### src/source/eth_link_consts.svh
// Constants for the RGMII link monitor, included by every block that needs speed codes or widths.
`ifndef ETH_LINK_CONSTS_SVH
`define ETH_LINK_CONSTS_SVH

// ************************************************************
// speed codes, shared by the measured and the in-band speed.
// ************************************************************
`define SPEED_10   2'b00
`define SPEED_100  2'b01
`define SPEED_1000 2'b10

// ************************************************************
// speed measurement.
// ************************************************************
// the reference counter wraps at 128 gtx_clk cycles.
`define REF_COUNT_W  7
// three edges of the divided receive clock end a measurement.
`define EDGE_COUNT_W 2
`define SYNC_STAGES  2

// number of equal status bytes in a row before the in-band status is taken.
`define INBAND_STABLE 2

`endif

### src/source/eth_link_pkg.sv
// Packed types for the RGMII receive link monitor, referenced by scoped name from each block.
package eth_link_pkg;

    // ************************************************************
    // in-band status nibble, as the PHY repeats it during idle.
    // ************************************************************
    typedef struct packed {
        logic       full_duplex;  // bit 3.
        logic [1:0] speed;        // bits 2:1, same codes as the measured speed.
        logic       link_up;      // bit 0.
    } inband_status_t;

    // both nibbles of a status byte, upper nibble first.
    typedef struct packed {
        inband_status_t upper;
        inband_status_t lower;
    } inband_pair_t;

    // a received byte is either frame data or two copies of the status nibble.
    typedef union packed {
        logic [7:0]   data;
        inband_pair_t status;
    } rx_byte_u;

    // ************************************************************
    // results passed between the blocks.
    // ************************************************************
    typedef struct packed {
        logic [1:0] speed;
        logic       valid;  // one-cycle strobe.
    } speed_meas_t;

    typedef struct packed {
        inband_status_t status;
        logic           valid;  // one-cycle strobe.
    } inband_meas_t;

    typedef struct packed {
        logic [1:0] link_speed;
        logic       mii_select;      // set for 10 and 100.
        logic       link_up;
        logic       full_duplex;
        logic       speed_mismatch;  // in-band speed disagrees with the measured one.
    } link_status_t;

endpackage

### src/source/link_status_merge.sv
// Merges measured speed and in-band status into the registered link status and its change pulse.
`include "eth_link_consts.svh"

module link_status_merge (
    input  logic                       gtx_clk,
    input  logic                       gtx_rst,
    input  eth_link_pkg::speed_meas_t  speed_meas,
    input  eth_link_pkg::inband_meas_t inband_meas,
    output eth_link_pkg::link_status_t link_status,
    output logic                       status_change
);

    logic [1:0]                   new_speed;
    eth_link_pkg::inband_status_t new_inband;
    eth_link_pkg::inband_status_t inband_q;
    eth_link_pkg::link_status_t   next_status;
    eth_link_pkg::link_status_t   status_q;
    logic                         change_q;

    // ************************************************************
    // next status from the strobes and the held values.
    // ************************************************************
    always_comb begin
        new_speed  = speed_meas.valid ? speed_meas.speed : status_q.link_speed;
        new_inband = inband_meas.valid ? inband_meas.status : inband_q;

        next_status.link_speed  = new_speed;
        next_status.mii_select  = (new_speed == `SPEED_10) || (new_speed == `SPEED_100);
        next_status.link_up     = new_inband.link_up;
        next_status.full_duplex = new_inband.full_duplex;
        // only meaningful while the PHY reports the link as up.
        next_status.speed_mismatch = new_inband.link_up && (new_inband.speed != new_speed);
    end

    // ************************************************************
    // registered status.
    // ************************************************************
    always_ff @(posedge gtx_clk) begin
        if (gtx_rst) begin
            inband_q <= '0;
            status_q <= '{
                link_speed:     `SPEED_1000,
                mii_select:     1'b0,
                link_up:        1'b0,
                full_duplex:    1'b0,
                speed_mismatch: 1'b0
            };
            change_q <= 1'b0;
        end else begin
            inband_q <= new_inband;
            status_q <= next_status;
            change_q <= (next_status != status_q); // lines up with the new status.
        end
    end

    assign link_status   = status_q;
    assign status_change = change_q;

    assert property (@(posedge gtx_clk) disable iff (gtx_rst)
        link_status.mii_select == (link_status.link_speed != `SPEED_1000))
        else $error("mii_select disagrees with link_speed.");

endmodule

### src/source/rgmii_inband_decode.sv
// Decodes and debounces RGMII in-band link status from idle receive bytes for the link monitor.
`include "eth_link_consts.svh"

module rgmii_inband_decode (
    input  logic                       gtx_clk,
    input  logic                       gtx_rst,
    input  eth_link_pkg::rx_byte_u     rx_byte,
    input  logic                       rx_dv,
    input  logic                       rx_er,
    output eth_link_pkg::inband_meas_t inband_meas
);

    localparam int STABLE_W = $clog2(`INBAND_STABLE + 1);

    eth_link_pkg::inband_status_t cand_status;
    eth_link_pkg::inband_status_t last_status;
    eth_link_pkg::inband_status_t held_status;
    logic                         is_cand;
    logic [STABLE_W-1:0]          stable_count;
    logic [STABLE_W-1:0]          stable_next;
    logic                         stable_hit;
    logic                         held_ok;
    logic                         valid_q;

    // ************************************************************
    // candidate detection.
    // ************************************************************
    // status is only carried between frames, with both nibbles equal.
    assign cand_status = rx_byte.status.lower;
    assign is_cand = !rx_dv && !rx_er && (rx_byte.status.upper == rx_byte.status.lower);

    always_comb begin
        if (!is_cand) begin
            stable_next = '0;                    // data or error byte breaks the run.
        end else if (stable_count != '0 && cand_status == last_status) begin
            if (stable_count == STABLE_W'(`INBAND_STABLE)) begin
                stable_next = stable_count;      // saturate while the value holds.
            end else begin
                stable_next = stable_count + 1'b1;
            end
        end else begin
            stable_next = STABLE_W'(1);          // first byte of a new run.
        end
    end

    // report once per new stable value, not on every repeat.
    assign stable_hit = (stable_next == STABLE_W'(`INBAND_STABLE)) &&
                        (!held_ok || cand_status != held_status);

    // ************************************************************
    // debounce state.
    // ************************************************************
    always_ff @(posedge gtx_clk) begin
        if (gtx_rst) begin
            stable_count <= '0;
            held_ok      <= 1'b0;
            valid_q      <= 1'b0;
        end else begin
            stable_count <= stable_next;
            valid_q      <= stable_hit;
            if (stable_hit) begin
                held_ok <= 1'b1;
            end
        end
    end

    always_ff @(posedge gtx_clk) begin
        if (is_cand) begin
            last_status <= cand_status;
        end
        if (stable_hit) begin
            held_status <= cand_status; // the value last reported.
        end
    end

    assign inband_meas = '{status: held_status, valid: valid_q};

    assert property (@(posedge gtx_clk) disable iff (gtx_rst)
        inband_meas.valid |-> $past(!rx_dv))
        else $error("in-band status reported from a byte inside a frame.");

endmodule

### src/source/rgmii_link_monitor.sv
// Top level of the RGMII receive link monitor, connecting speed measurement, in-band decode and merge.
module rgmii_link_monitor (
    input  logic                       gtx_clk,
    input  logic                       gtx_rst,
    input  logic                       rx_clk_div,
    input  eth_link_pkg::rx_byte_u     rx_byte,
    input  logic                       rx_dv,
    input  logic                       rx_er,
    output eth_link_pkg::link_status_t link_status,
    output logic                       status_change
);

    eth_link_pkg::speed_meas_t  speed_meas;
    eth_link_pkg::inband_meas_t inband_meas;

    // ************************************************************
    // the two measurements run side by side.
    // ************************************************************
    rgmii_speed_detect u_speed_detect (
        .gtx_clk    (gtx_clk),
        .gtx_rst    (gtx_rst),
        .rx_clk_div (rx_clk_div),
        .speed_meas (speed_meas)
    );

    rgmii_inband_decode u_inband_decode (
        .gtx_clk     (gtx_clk),
        .gtx_rst     (gtx_rst),
        .rx_byte     (rx_byte),
        .rx_dv       (rx_dv),
        .rx_er       (rx_er),
        .inband_meas (inband_meas)
    );

    // merged status with its change pulse.
    link_status_merge u_status_merge (
        .gtx_clk       (gtx_clk),
        .gtx_rst       (gtx_rst),
        .speed_meas    (speed_meas),
        .inband_meas   (inband_meas),
        .link_status   (link_status),
        .status_change (status_change)
    );

endmodule

### src/source/rgmii_speed_detect.sv
// Measures the divided RGMII receive clock against gtx_clk and strobes a 10/100/1000 result.
`include "eth_link_consts.svh"

module rgmii_speed_detect (
    input  logic                      gtx_clk,
    input  logic                      gtx_rst,
    input  logic                      rx_clk_div,  // asynchronous to gtx_clk.
    output eth_link_pkg::speed_meas_t speed_meas
);

    logic [`SYNC_STAGES-1:0]  sync_chain;
    logic                     rx_div_last;
    logic                     rx_div_edge;
    logic [`REF_COUNT_W-1:0]  ref_count;
    logic [`EDGE_COUNT_W-1:0] edge_count;
    eth_link_pkg::speed_meas_t meas_q;

    // either transition of the synchronized bit counts as an edge.
    assign rx_div_edge = sync_chain[`SYNC_STAGES-1] ^ rx_div_last;

    // ************************************************************
    // synchronizer, edge and reference counters.
    // ************************************************************
    always_ff @(posedge gtx_clk) begin
        if (gtx_rst) begin
            sync_chain   <= '0;
            rx_div_last  <= 1'b0;
            ref_count    <= '0;
            edge_count   <= '0;
            meas_q.speed <= `SPEED_1000;
            meas_q.valid <= 1'b0;
        end else begin
            sync_chain  <= {sync_chain[`SYNC_STAGES-2:0], rx_clk_div};
            rx_div_last <= sync_chain[`SYNC_STAGES-1];
            ref_count   <= ref_count + 1'b1;
            meas_q.valid <= 1'b0;

            if (rx_div_edge) begin
                edge_count <= edge_count + 1'b1;
            end

            // no three edges within a whole reference window, so the clock is slow.
            if (&ref_count) begin
                ref_count    <= '0;
                edge_count   <= '0;
                meas_q.speed <= `SPEED_10;
                meas_q.valid <= 1'b1;
            end

            // three edges seen, the reference count tells 100 from 1000.
            if (&edge_count) begin
                ref_count    <= '0;
                edge_count   <= '0;
                meas_q.valid <= 1'b1;
                if (ref_count[`REF_COUNT_W-1 -: 2] != 2'b00) begin
                    meas_q.speed <= `SPEED_100;  // long window.
                end else begin
                    meas_q.speed <= `SPEED_1000; // short window.
                end
            end
        end
    end

    assign speed_meas = meas_q;

    // both counters restart after a result, so two strobes cannot be adjacent.
    assert property (@(posedge gtx_clk) disable iff (gtx_rst)
        speed_meas.valid |=> !speed_meas.valid)
        else $error("speed measurement strobe held for two cycles.");

endmodule

### config.mk
export PLATFORM = sky130hd
export DESIGN_NAME = rgmii_link_monitor
export DESIGN_NICKNAME = d
export VERILOG_FILES = /design/src/source/eth_link_pkg.sv /design/src/source/link_status_merge.sv /design/src/source/rgmii_inband_decode.sv /design/src/source/rgmii_link_monitor.sv /design/src/source/rgmii_speed_detect.sv
export VERILOG_INCLUDE_DIRS = /design/src /design/src/source
export SDC_FILE = /design/constraint.sdc
export NUM_CORES = 1
export LEC_CHECK = 0
export BUFFER_PORTS_ARGS = -buffer_cell sky130_fd_sc_hd__buf_2
export CELL_PAD_IN_SITES_DETAIL_PLACEMENT = 1
export CELL_PAD_IN_SITES_GLOBAL_PLACEMENT = 2
export CORE_MARGIN = 3
export CORE_UTILIZATION = 36
export DETAILED_ROUTE_END_ITERATION = 8
export MAX_ROUTING_LAYER = met4
export PLACE_DENSITY = 0.87
export SYNTH_ARGS = -nofsm -noshare
export SYNTH_HDL_FRONTEND = slang
export SYNTH_HIERARCHICAL = 1
export SYNTH_SLANG_ARGS = --single-unit
export TNS_END_PERCENT = 20
### constraint.sdc
create_clock -name gtx_clk -period 2.2 [get_ports gtx_clk]
set_clock_uncertainty 0.1 [all_clocks]
set_input_delay 0.66 -clock gtx_clk [delete_from_list [all_inputs] [get_ports gtx_clk]]
set_output_delay 0.66 -clock gtx_clk [all_outputs]
set_load 0.02 [all_outputs]
# Yosys cells after proc, flatten, opt, wreduce, memory -nomap -nowiden
# Cells that the tools add are included.
# classes
addsub,3
eq_ne,8
n_mux,8
bitwise,1
n_reduce_logical,17
# op_table
operator,count
$mux W2,5
$eq A4 B4 Y1,2
$add A7 B1 Y7 const B,1
$reduce_and A7 Y1,1
$mux W3,2
$ne A6 B6 Y1,1
$reduce_bool A2 Y1,3
$logic_and A1 B1 Y1,5
$add A2 B1 Y2 const B,2
$eq A2 B2 Y1 const B,2
$mux W4,1
$ne A4 B4 Y1,1
$logic_not A1 Y1,3
$reduce_or A3 Y1,1
$eq A2 B1 Y1 const B,1
$logic_not A2 Y1,1
$logic_or A1 B1 Y1,2
$ne A2 B2 Y1,1
$reduce_and A2 Y1,1
$xor A1 B1 Y1,1
# word_totals
regBits,36
in_bits,13

# Depth between registers and ports, before layout
# Gate-level depths: netlist of run 1.
# logic_depth
depth_word,6
ltp_mapped,7
mapped_depth_nobuf,5

# Hierarchy
# The synthesis of run 1 kept the hierarchy.
# by_module_without_submodules
module,n_inst,cells_per_inst,area_per_inst_um2,seq_area_each_um2
rgmii_speed_detect,1,58,565.5,300.3
rgmii_inband_decode,1,43,548.0,320.3
link_status_merge,1,41,412.9,180.2

# Worst setup path before layout of run 1
# OpenSTA, ideal clock, no wires.
# synth_timing
path_kind,input -> register
from,input rx_byte[1] in the netlist's numbering
to,"register u_inband_decode.held_status, in the netlist u_inband_decode/inband_meas[1] (enable)"
setup_ps,361
arrival_ps,1509
required_time_ps,1739
setup_slack_ps,230
cell_stages,4
n_path_buf,0
path_cell_list,xor2_1 -> nor3_2 -> nand4_2 -> nor3_1
# synth_via
elab_chain_len,6
# synth_rtl
element,line_no,text
start: declaration,rgmii_link_monitor.sv:6,"input eth_link_pkg::rx_byte_u rx_byte,"
$eq A4 B4 Y1,rgmii_inband_decode.sv:35,end else if (stable_count != '0 && cand_status == last_status) begin
$logic_and A1 B1 Y1,rgmii_inband_decode.sv:35,
$mux W2,rgmii_inband_decode.sv:35,
$mux W2,rgmii_inband_decode.sv:33,if (!is_cand) begin
$eq A2 B2 Y1,rgmii_inband_decode.sv:47,assign stable_hit = (stable_next == STABLE_W'(`INBAND_STABLE)) &&
$logic_and A1 B1 Y1 *,rgmii_inband_decode.sv:47,
named net u_inband_decode.stable_hit,rgmii_inband_decode.sv:21,logic stable_hit;
end signal: assignment,rgmii_inband_decode.sv:72,held_status <= cand_status;
end: declaration,rgmii_inband_decode.sv:17,eth_link_pkg::inband_status_t held_status;
# Mark *: on every way through the listed nets, which the timed path passes. The rest lies on a longest branch.
# A chain may end at the register's enable or synchronous reset.

# Worst setup path in the final report of run 1
# layout_timing
from,input rx_byte[2] in the netlist's numbering
to,"register u_inband_decode.held_status, in the netlist u_inband_decode/inband_meas[3] (enable)"
# The elaborated chain is that of the path after synthesis.

==> impl_metrics.ini, run 1 <==
[cts]
root_buffer = clkbuf_8
holdBufCountCts = 0
cts.path.max_buffers = 2
cts_sinks = 36
clkTransAtPathRegs_ps = 70
cts_buffers = 5
clock_latency_ps = 290
cts.htree.levels = 2
postCtsSetupRepairBufs = 0
post_cts_resized = 0
cts_tree = built

[die]
die_w_um = 71.1
coreArea_mm2 = 0.00406
io_pins = 20
initial_core_util_pct = 37.6
row_count = 23
die_y_um = 71.1
dieArea_mm2 = 0.00506

[critical_path]
critPathCaptureType = register
crit_arrival_ps = 1680
critPathKind = input port to register
critPathMaxFanout = 5
cp.required_ps = 2100
worst_setup_path_start_kind = input port

[grt]
antenna_found_initial = 0
grt_max_degree = 20
grt-ovfl-total = 0
grt_pass1_vias = 1092
grt_util_all_layers_pct = 13.2
grt_pass1_wl_mm = 4.97

[power_and_ir_drop]
p_leak_nw = 0.696
peakVddDrop_mv = 0.351
powerDensity_mw_per_mm2 = 701

[place]
place_hpwl_mm = 2.20
port_buffers = 19
place_area_mm2 = 0.00167
gp_congestion = 0.770
placed_cells = 209

[route]
viasPerCell = 4.88
drc = 0
drtIter0Drc = 26
ant_nets = 0
drtPass1Iterations = 4
dr_total_vias = 1060
wl_per_cell_um = 13.3
wirelength_mm = 2.89

[cells_and_area]
n_antenna_cell = 0
area_delta_synth_final_pct = 15.4
fin_cells = 217
layout.nets = 182
fin_area_mm2 = 0.00176
postLayoutCoreUtil_pct = 43.4
drive_above_1_share_pct = 22.8

[sta]
rsz0062_at_grt = false
relSlewSlack_pct = 71.7
tightestPinTransition_ps = 422
setup_tns_ps = 0
fin_crit_ps = 1780
final_max_slew_viol_count = 0
setup_viol = 0
hold_viol = 0
min_period_over_period_pct = 81.0
holdWs_ps = 354
fmax_ghz = 0.561

[status]
run_status = finished, final reports clean

[synth]
synthesis.nets = 158
ys_types = 33
synthFlopType = dfxtp_1
synth_edf_count = 8
ys_ff_latch = 36
syn-instance-count = 142
synthArstFlopShare_pct = 0
synth_area_mm2 = 0.00153
avgSynthCellArea_um2 = 10.7
ys_warn_count = 6
yosysSeqAreaShare_pct = 52.5

[run]
drv_cap = 0

[hold_path]
hp-class = register to register
stage by stage:
stage | setup slack [ps] | power (mW)
floorplan | 230 | 0.745
global placement | 241 | 0.772
detailed placement | 129 | 0.776
CTS | 403 | 1.26
global route | 341 | 1.30
finish | 419 | 1.23
report_power, final:
group,internal [mW],switching [mW]
sequential,0.686,0.00725
clock,0.250,0.226
combinational,0.0310,0.0354
metal layers:
layer	GRT usage (%)	vias up	share of wire, %
met5	-	-	0
met3	4.26	5	4.7
li1	-	527	-
met2	22.0	25	51
met4	5.64	0	2.1
met1	14.3	503	42
cell usage in the layout, fill, tap and decap left out, types with 3 or more instances in the layout:
master and n:
dfxtp_1 28, buf_2 19, nor2_1 18, xnor2_1 12, xor2_1 12, edfxtp_1 8, inv_1 7, clkbuf_8 6
nor3_1 6, nor2b_1 5, mux2i_1 5, nand3_1 4, nand2_1 4, buf_4 3, ha_1 3, o21ai_0 3
Yosys cell counts, drive strengths merged (2+ instances only):
master	instances	area [µm²]
nor3	8	50.1
o22ai	2	12.5
dfxtp	28	561
nand3	4	20.0
ha	3	37.5
a21oi	3	18.8
nor2b	5	31.3
o21ai	4	20.0
inv	7	26.3
xnor2	12	105
edfxtp	8	240
nand4	2	25.0
nor2	18	67.6
buf	4	33.8
nand2	4	15.0
mux2i	7	77.6
xor2	12	105
state kept, by name, summed over array words and instances, names as in the netlist:
name,cells
u_speed_detect/edge_count,2
u_status_merge/inband_q,2
u_speed_detect/ref_count,7
u_status_merge/link_status,6
u_speed_detect/speed_meas,3
u_inband_decode/last_status,4
u_inband_decode/stable_count,2
u_status_merge/status_change,1
u_inband_decode/valid_q,1
u_inband_decode/held_ok,1
u_speed_detect/sync_chain,2
u_speed_detect/rx_div_last,1
u_inband_decode/inband_meas,4
critical path: stages:
cell and delay [ps]:
buf_2 140, xor2_1 160, nor3_2 260, nand3_1 140, nor3_1 170, buf_4 170
cell type report:
cell class / count / area (µm²)
Clock buffer: 6 / 82.6
Clock inverter: 2 / 10.0
Fill cell: 465 / 2300
Inverter: 7 / 26.3
Multi-Input combinational cell: 94 / 662
Sequential cell: 36 / 801
Tap cell: 50 / 62.6
Timing Repair Buffer: 22 / 118
logic make-up after synthesis:
family | synth area share, %
XOR/XNOR | 13.8
buffers and inverters | 4.18
AND/OR/NAND/NOR | 16.6
flip-flops | 52.5
multiplexers | 5.08
adder cells (fa/ha/maj) | 2.46
AO/OA/AOI/OAI | 5.41
final timing paths:
kind,from,end,slack [ps],cells after the start
max,rx_byte[2],u_inband_decode/inband_meas[3],420,6
max reg2reg,u_inband_decode/last_status[2],u_inband_decode/inband_meas[3],530,5
min,u_speed_detect/sync_chain[0],u_speed_detect/sync_chain[1],350,1
min reg2reg,u_speed_detect/sync_chain[0],u_speed_detect/sync_chain[1],350,1
Note: power is estimated with default switching activity, not from simulation.
==> inputs of run 2 (changes only) <==
--- a/config.mk
+++ b/config.mk
@@ -10,10 +10,10 @@
 export CELL_PAD_IN_SITES_DETAIL_PLACEMENT = 1
 export CELL_PAD_IN_SITES_GLOBAL_PLACEMENT = 2
 export CORE_MARGIN = 3
-export CORE_UTILIZATION = 36
+export CORE_UTILIZATION = 33
 export DETAILED_ROUTE_END_ITERATION = 8
 export MAX_ROUTING_LAYER = met4
-export PLACE_DENSITY = 0.87
+export PLACE_DENSITY = 0.84
 export SYNTH_ARGS = -nofsm -noshare
 export SYNTH_HDL_FRONTEND = slang
 export SYNTH_HIERARCHICAL = 1
==> constraint.sdc (replaced) <==
create_clock -name gtx_clk -period 1.54 [get_ports gtx_clk]
set_clock_uncertainty 0.1 [all_clocks]
set_input_delay 0.462 -clock gtx_clk [delete_from_list [all_inputs] [get_ports gtx_clk]]
set_output_delay 0.462 -clock gtx_clk [all_outputs]
set_load 0.02 [all_outputs]
==> run 2 against run 1 <==
Against the previous run:
- global-route usage down 0.90 points
- sequential share of layout area fell by 2.9 points
- register-to-register slack got worse by 490 ps
- cell area grew 6.8%
- largest cell class unchanged
- largest power group unchanged
==> impl_metrics.ini, run 2 (synthesis gave the netlist of run 1 again) <==
[place]
gp_congestion = 0.761
port_buffers = 19
placed_cells = 220
place_hpwl_mm = 2.33

[cts]
root_buffer = clkbuf_8
cts.htree.levels = 2
cts_sinks = 36
holdBufCountCts = 0
cts_buffers = 5
clkTransAtPathRegs_ps = 70
cts.path.max_buffers = 2
clock_latency_ps = 280
cts_tree = built

[power_and_ir_drop]
peakVddDrop_mv = 0.404
powerDensity_mw_per_mm2 = 945
p_leak_nw = 0.745
power.total_mw = 1.78

[cells_and_area]
drive_above_1_share_pct = 28.8
final_cell_mix = 28 x dfxtp_1, 19 x buf_2, 18 x nor2_1
largest_register = u_speed_detect/ref_count
postLayoutCoreUtil_pct = 42.6
layout.nets = 192
fillCellCount = 511
area_delta_synth_final_pct = 23.3
n_antenna_cell = 0
largest_register_ffs = 7
fin_cells = 229
final_common_cell = dfxtp_1

[critical_path]
path_delay_family = simple AND/OR/NAND/NOR gates
critPathCaptureType = register
cp.required_ps = 1410
critical_path.cell_chain = xor2_1, nor3_2, nand3_2, nor3_4
max_stage_delay_ps = 410
reg2reg_depth = 4
crit_arrival_ps = 1370
critPathSlowestCell = edfxtp_1
r2r-start = u_inband_decode/last_status[2]
worst_setup_path_start_kind = register
critPathMaxFanout = 4
r2r_slack_ps = 40
cp_num_cells = 4
critical_path_buf_inv_count = 0
critPathKind = register to register
r2r-end = u_inband_decode/inband_meas[2]

[route]
wl_per_cell_um = 12.8
drc = 0
met1Wirelength_mm = 1.22
dr_total_vias = 1082
wirelength_mm = 2.92
drtIter0Drc = 33
wl_met2_mm = 1.52
drtPass1Iterations = 4
wl_met3_um = 123
viasPerCell = 4.72
top_layer = met4
ant_nets = 0

[sta]
holdWs_ps = 294
hold_viol = 0
fmax_ghz = 0.668
rsz0062_at_grt = true
final_max_slew_viol_count = 0
fin_crit_ps = 1500
min_period_over_period_pct = 97.3
setup_viol = 0
tightestPinTransition_ps = 296
relSlewSlack_pct = 80.2

[grt]
grt-ovfl-total = 0
antenna_found_initial = 0
grt_pass1_wl_mm = 4.91
grt_max_degree = 20
grt_pass1_vias = 1130
grt_util_all_layers_pct = 12.3

[die]
row_count = 24
die_y_um = 74.0
dieArea_mm2 = 0.00548
coreArea_mm2 = 0.00441
initial_core_util_pct = 34.6
die_w_um = 74.0
io_pins = 20

[hold_path]
hp-class = input port to register
worstHoldPathCells = 2
hold_start = rx_clk_div
hold_end = u_speed_detect/sync_chain[0]

[run]
drv_cap = 0

[status]
run_status = finished, final reports clean
run 2: layout make-up:
type / instances / area, µm² / share of cell area (%)
clock inverters: 1 / 7.51 / 0.399
well taps: 52 / 65.1 / 3.46
inverters: 7 / 26.3 / 1.40
repair buffers: 32 / 193 / 10.2
multi-input cells: 94 / 703 / 37.4
clock buffers: 7 / 86.3 / 4.59
flip-flops and latches: 36 / 801 / 42.6
run 2: metal layers:
layer / vias to the layer above / GRT usage [%]
met1: 510 / 12.4
met4: 0 / 5.23
met2: 20 / 21.5
met3: 4 / 4.19
met5: - / -
li1: 548 / -
run 2: what timing repair did:
item	4_1_cts	5_1_grt
pin swaps	4	1
gates cloned	0	0
setup endpoints to repair	5	8
setup buffers	1	0
resized for setup	1	4
run 2: report_power, final:
| group | leakage (nW) | total [mW] | switching (mW) | internal (mW) |
|---|---|---|---|---|
| Sequential | 0.299 | 0.993 | 0.0134 | 0.979 |
| Combinational | 0.401 | 0.110 | 0.0544 | 0.0556 |
| Clock | 0.0445 | 0.676 | 0.313 | 0.363 |
run 2: through the flow:
step / TNS, ps / worst slack, ps / area [µm²]
final: 0 / 42.2 / 1880
after global routing: -356 / -71.6 / 1880
after CTS: -86.0 / -21.5 / 1850
after detailed placement: -1800 / -261 / 1750
after global placement: -1240 / -208 / 1750
after floorplan: -321 / -80.4 / 1540
run 2: worst max path at each step:
stage	start	to
after floorplan	rx_byte[1]	u_inband_decode/inband_meas[1]
after global placement	rx_byte[1]	u_inband_decode/inband_meas[2]
after detailed placement	rx_byte[1]	u_inband_decode/inband_meas[4]
after CTS	u_inband_decode/last_status[3]	u_inband_decode/inband_meas[2]
after global routing	u_inband_decode/last_status[3]	u_inband_decode/inband_meas[1]
final	u_inband_decode/last_status[2]	u_inband_decode/inband_meas[2]
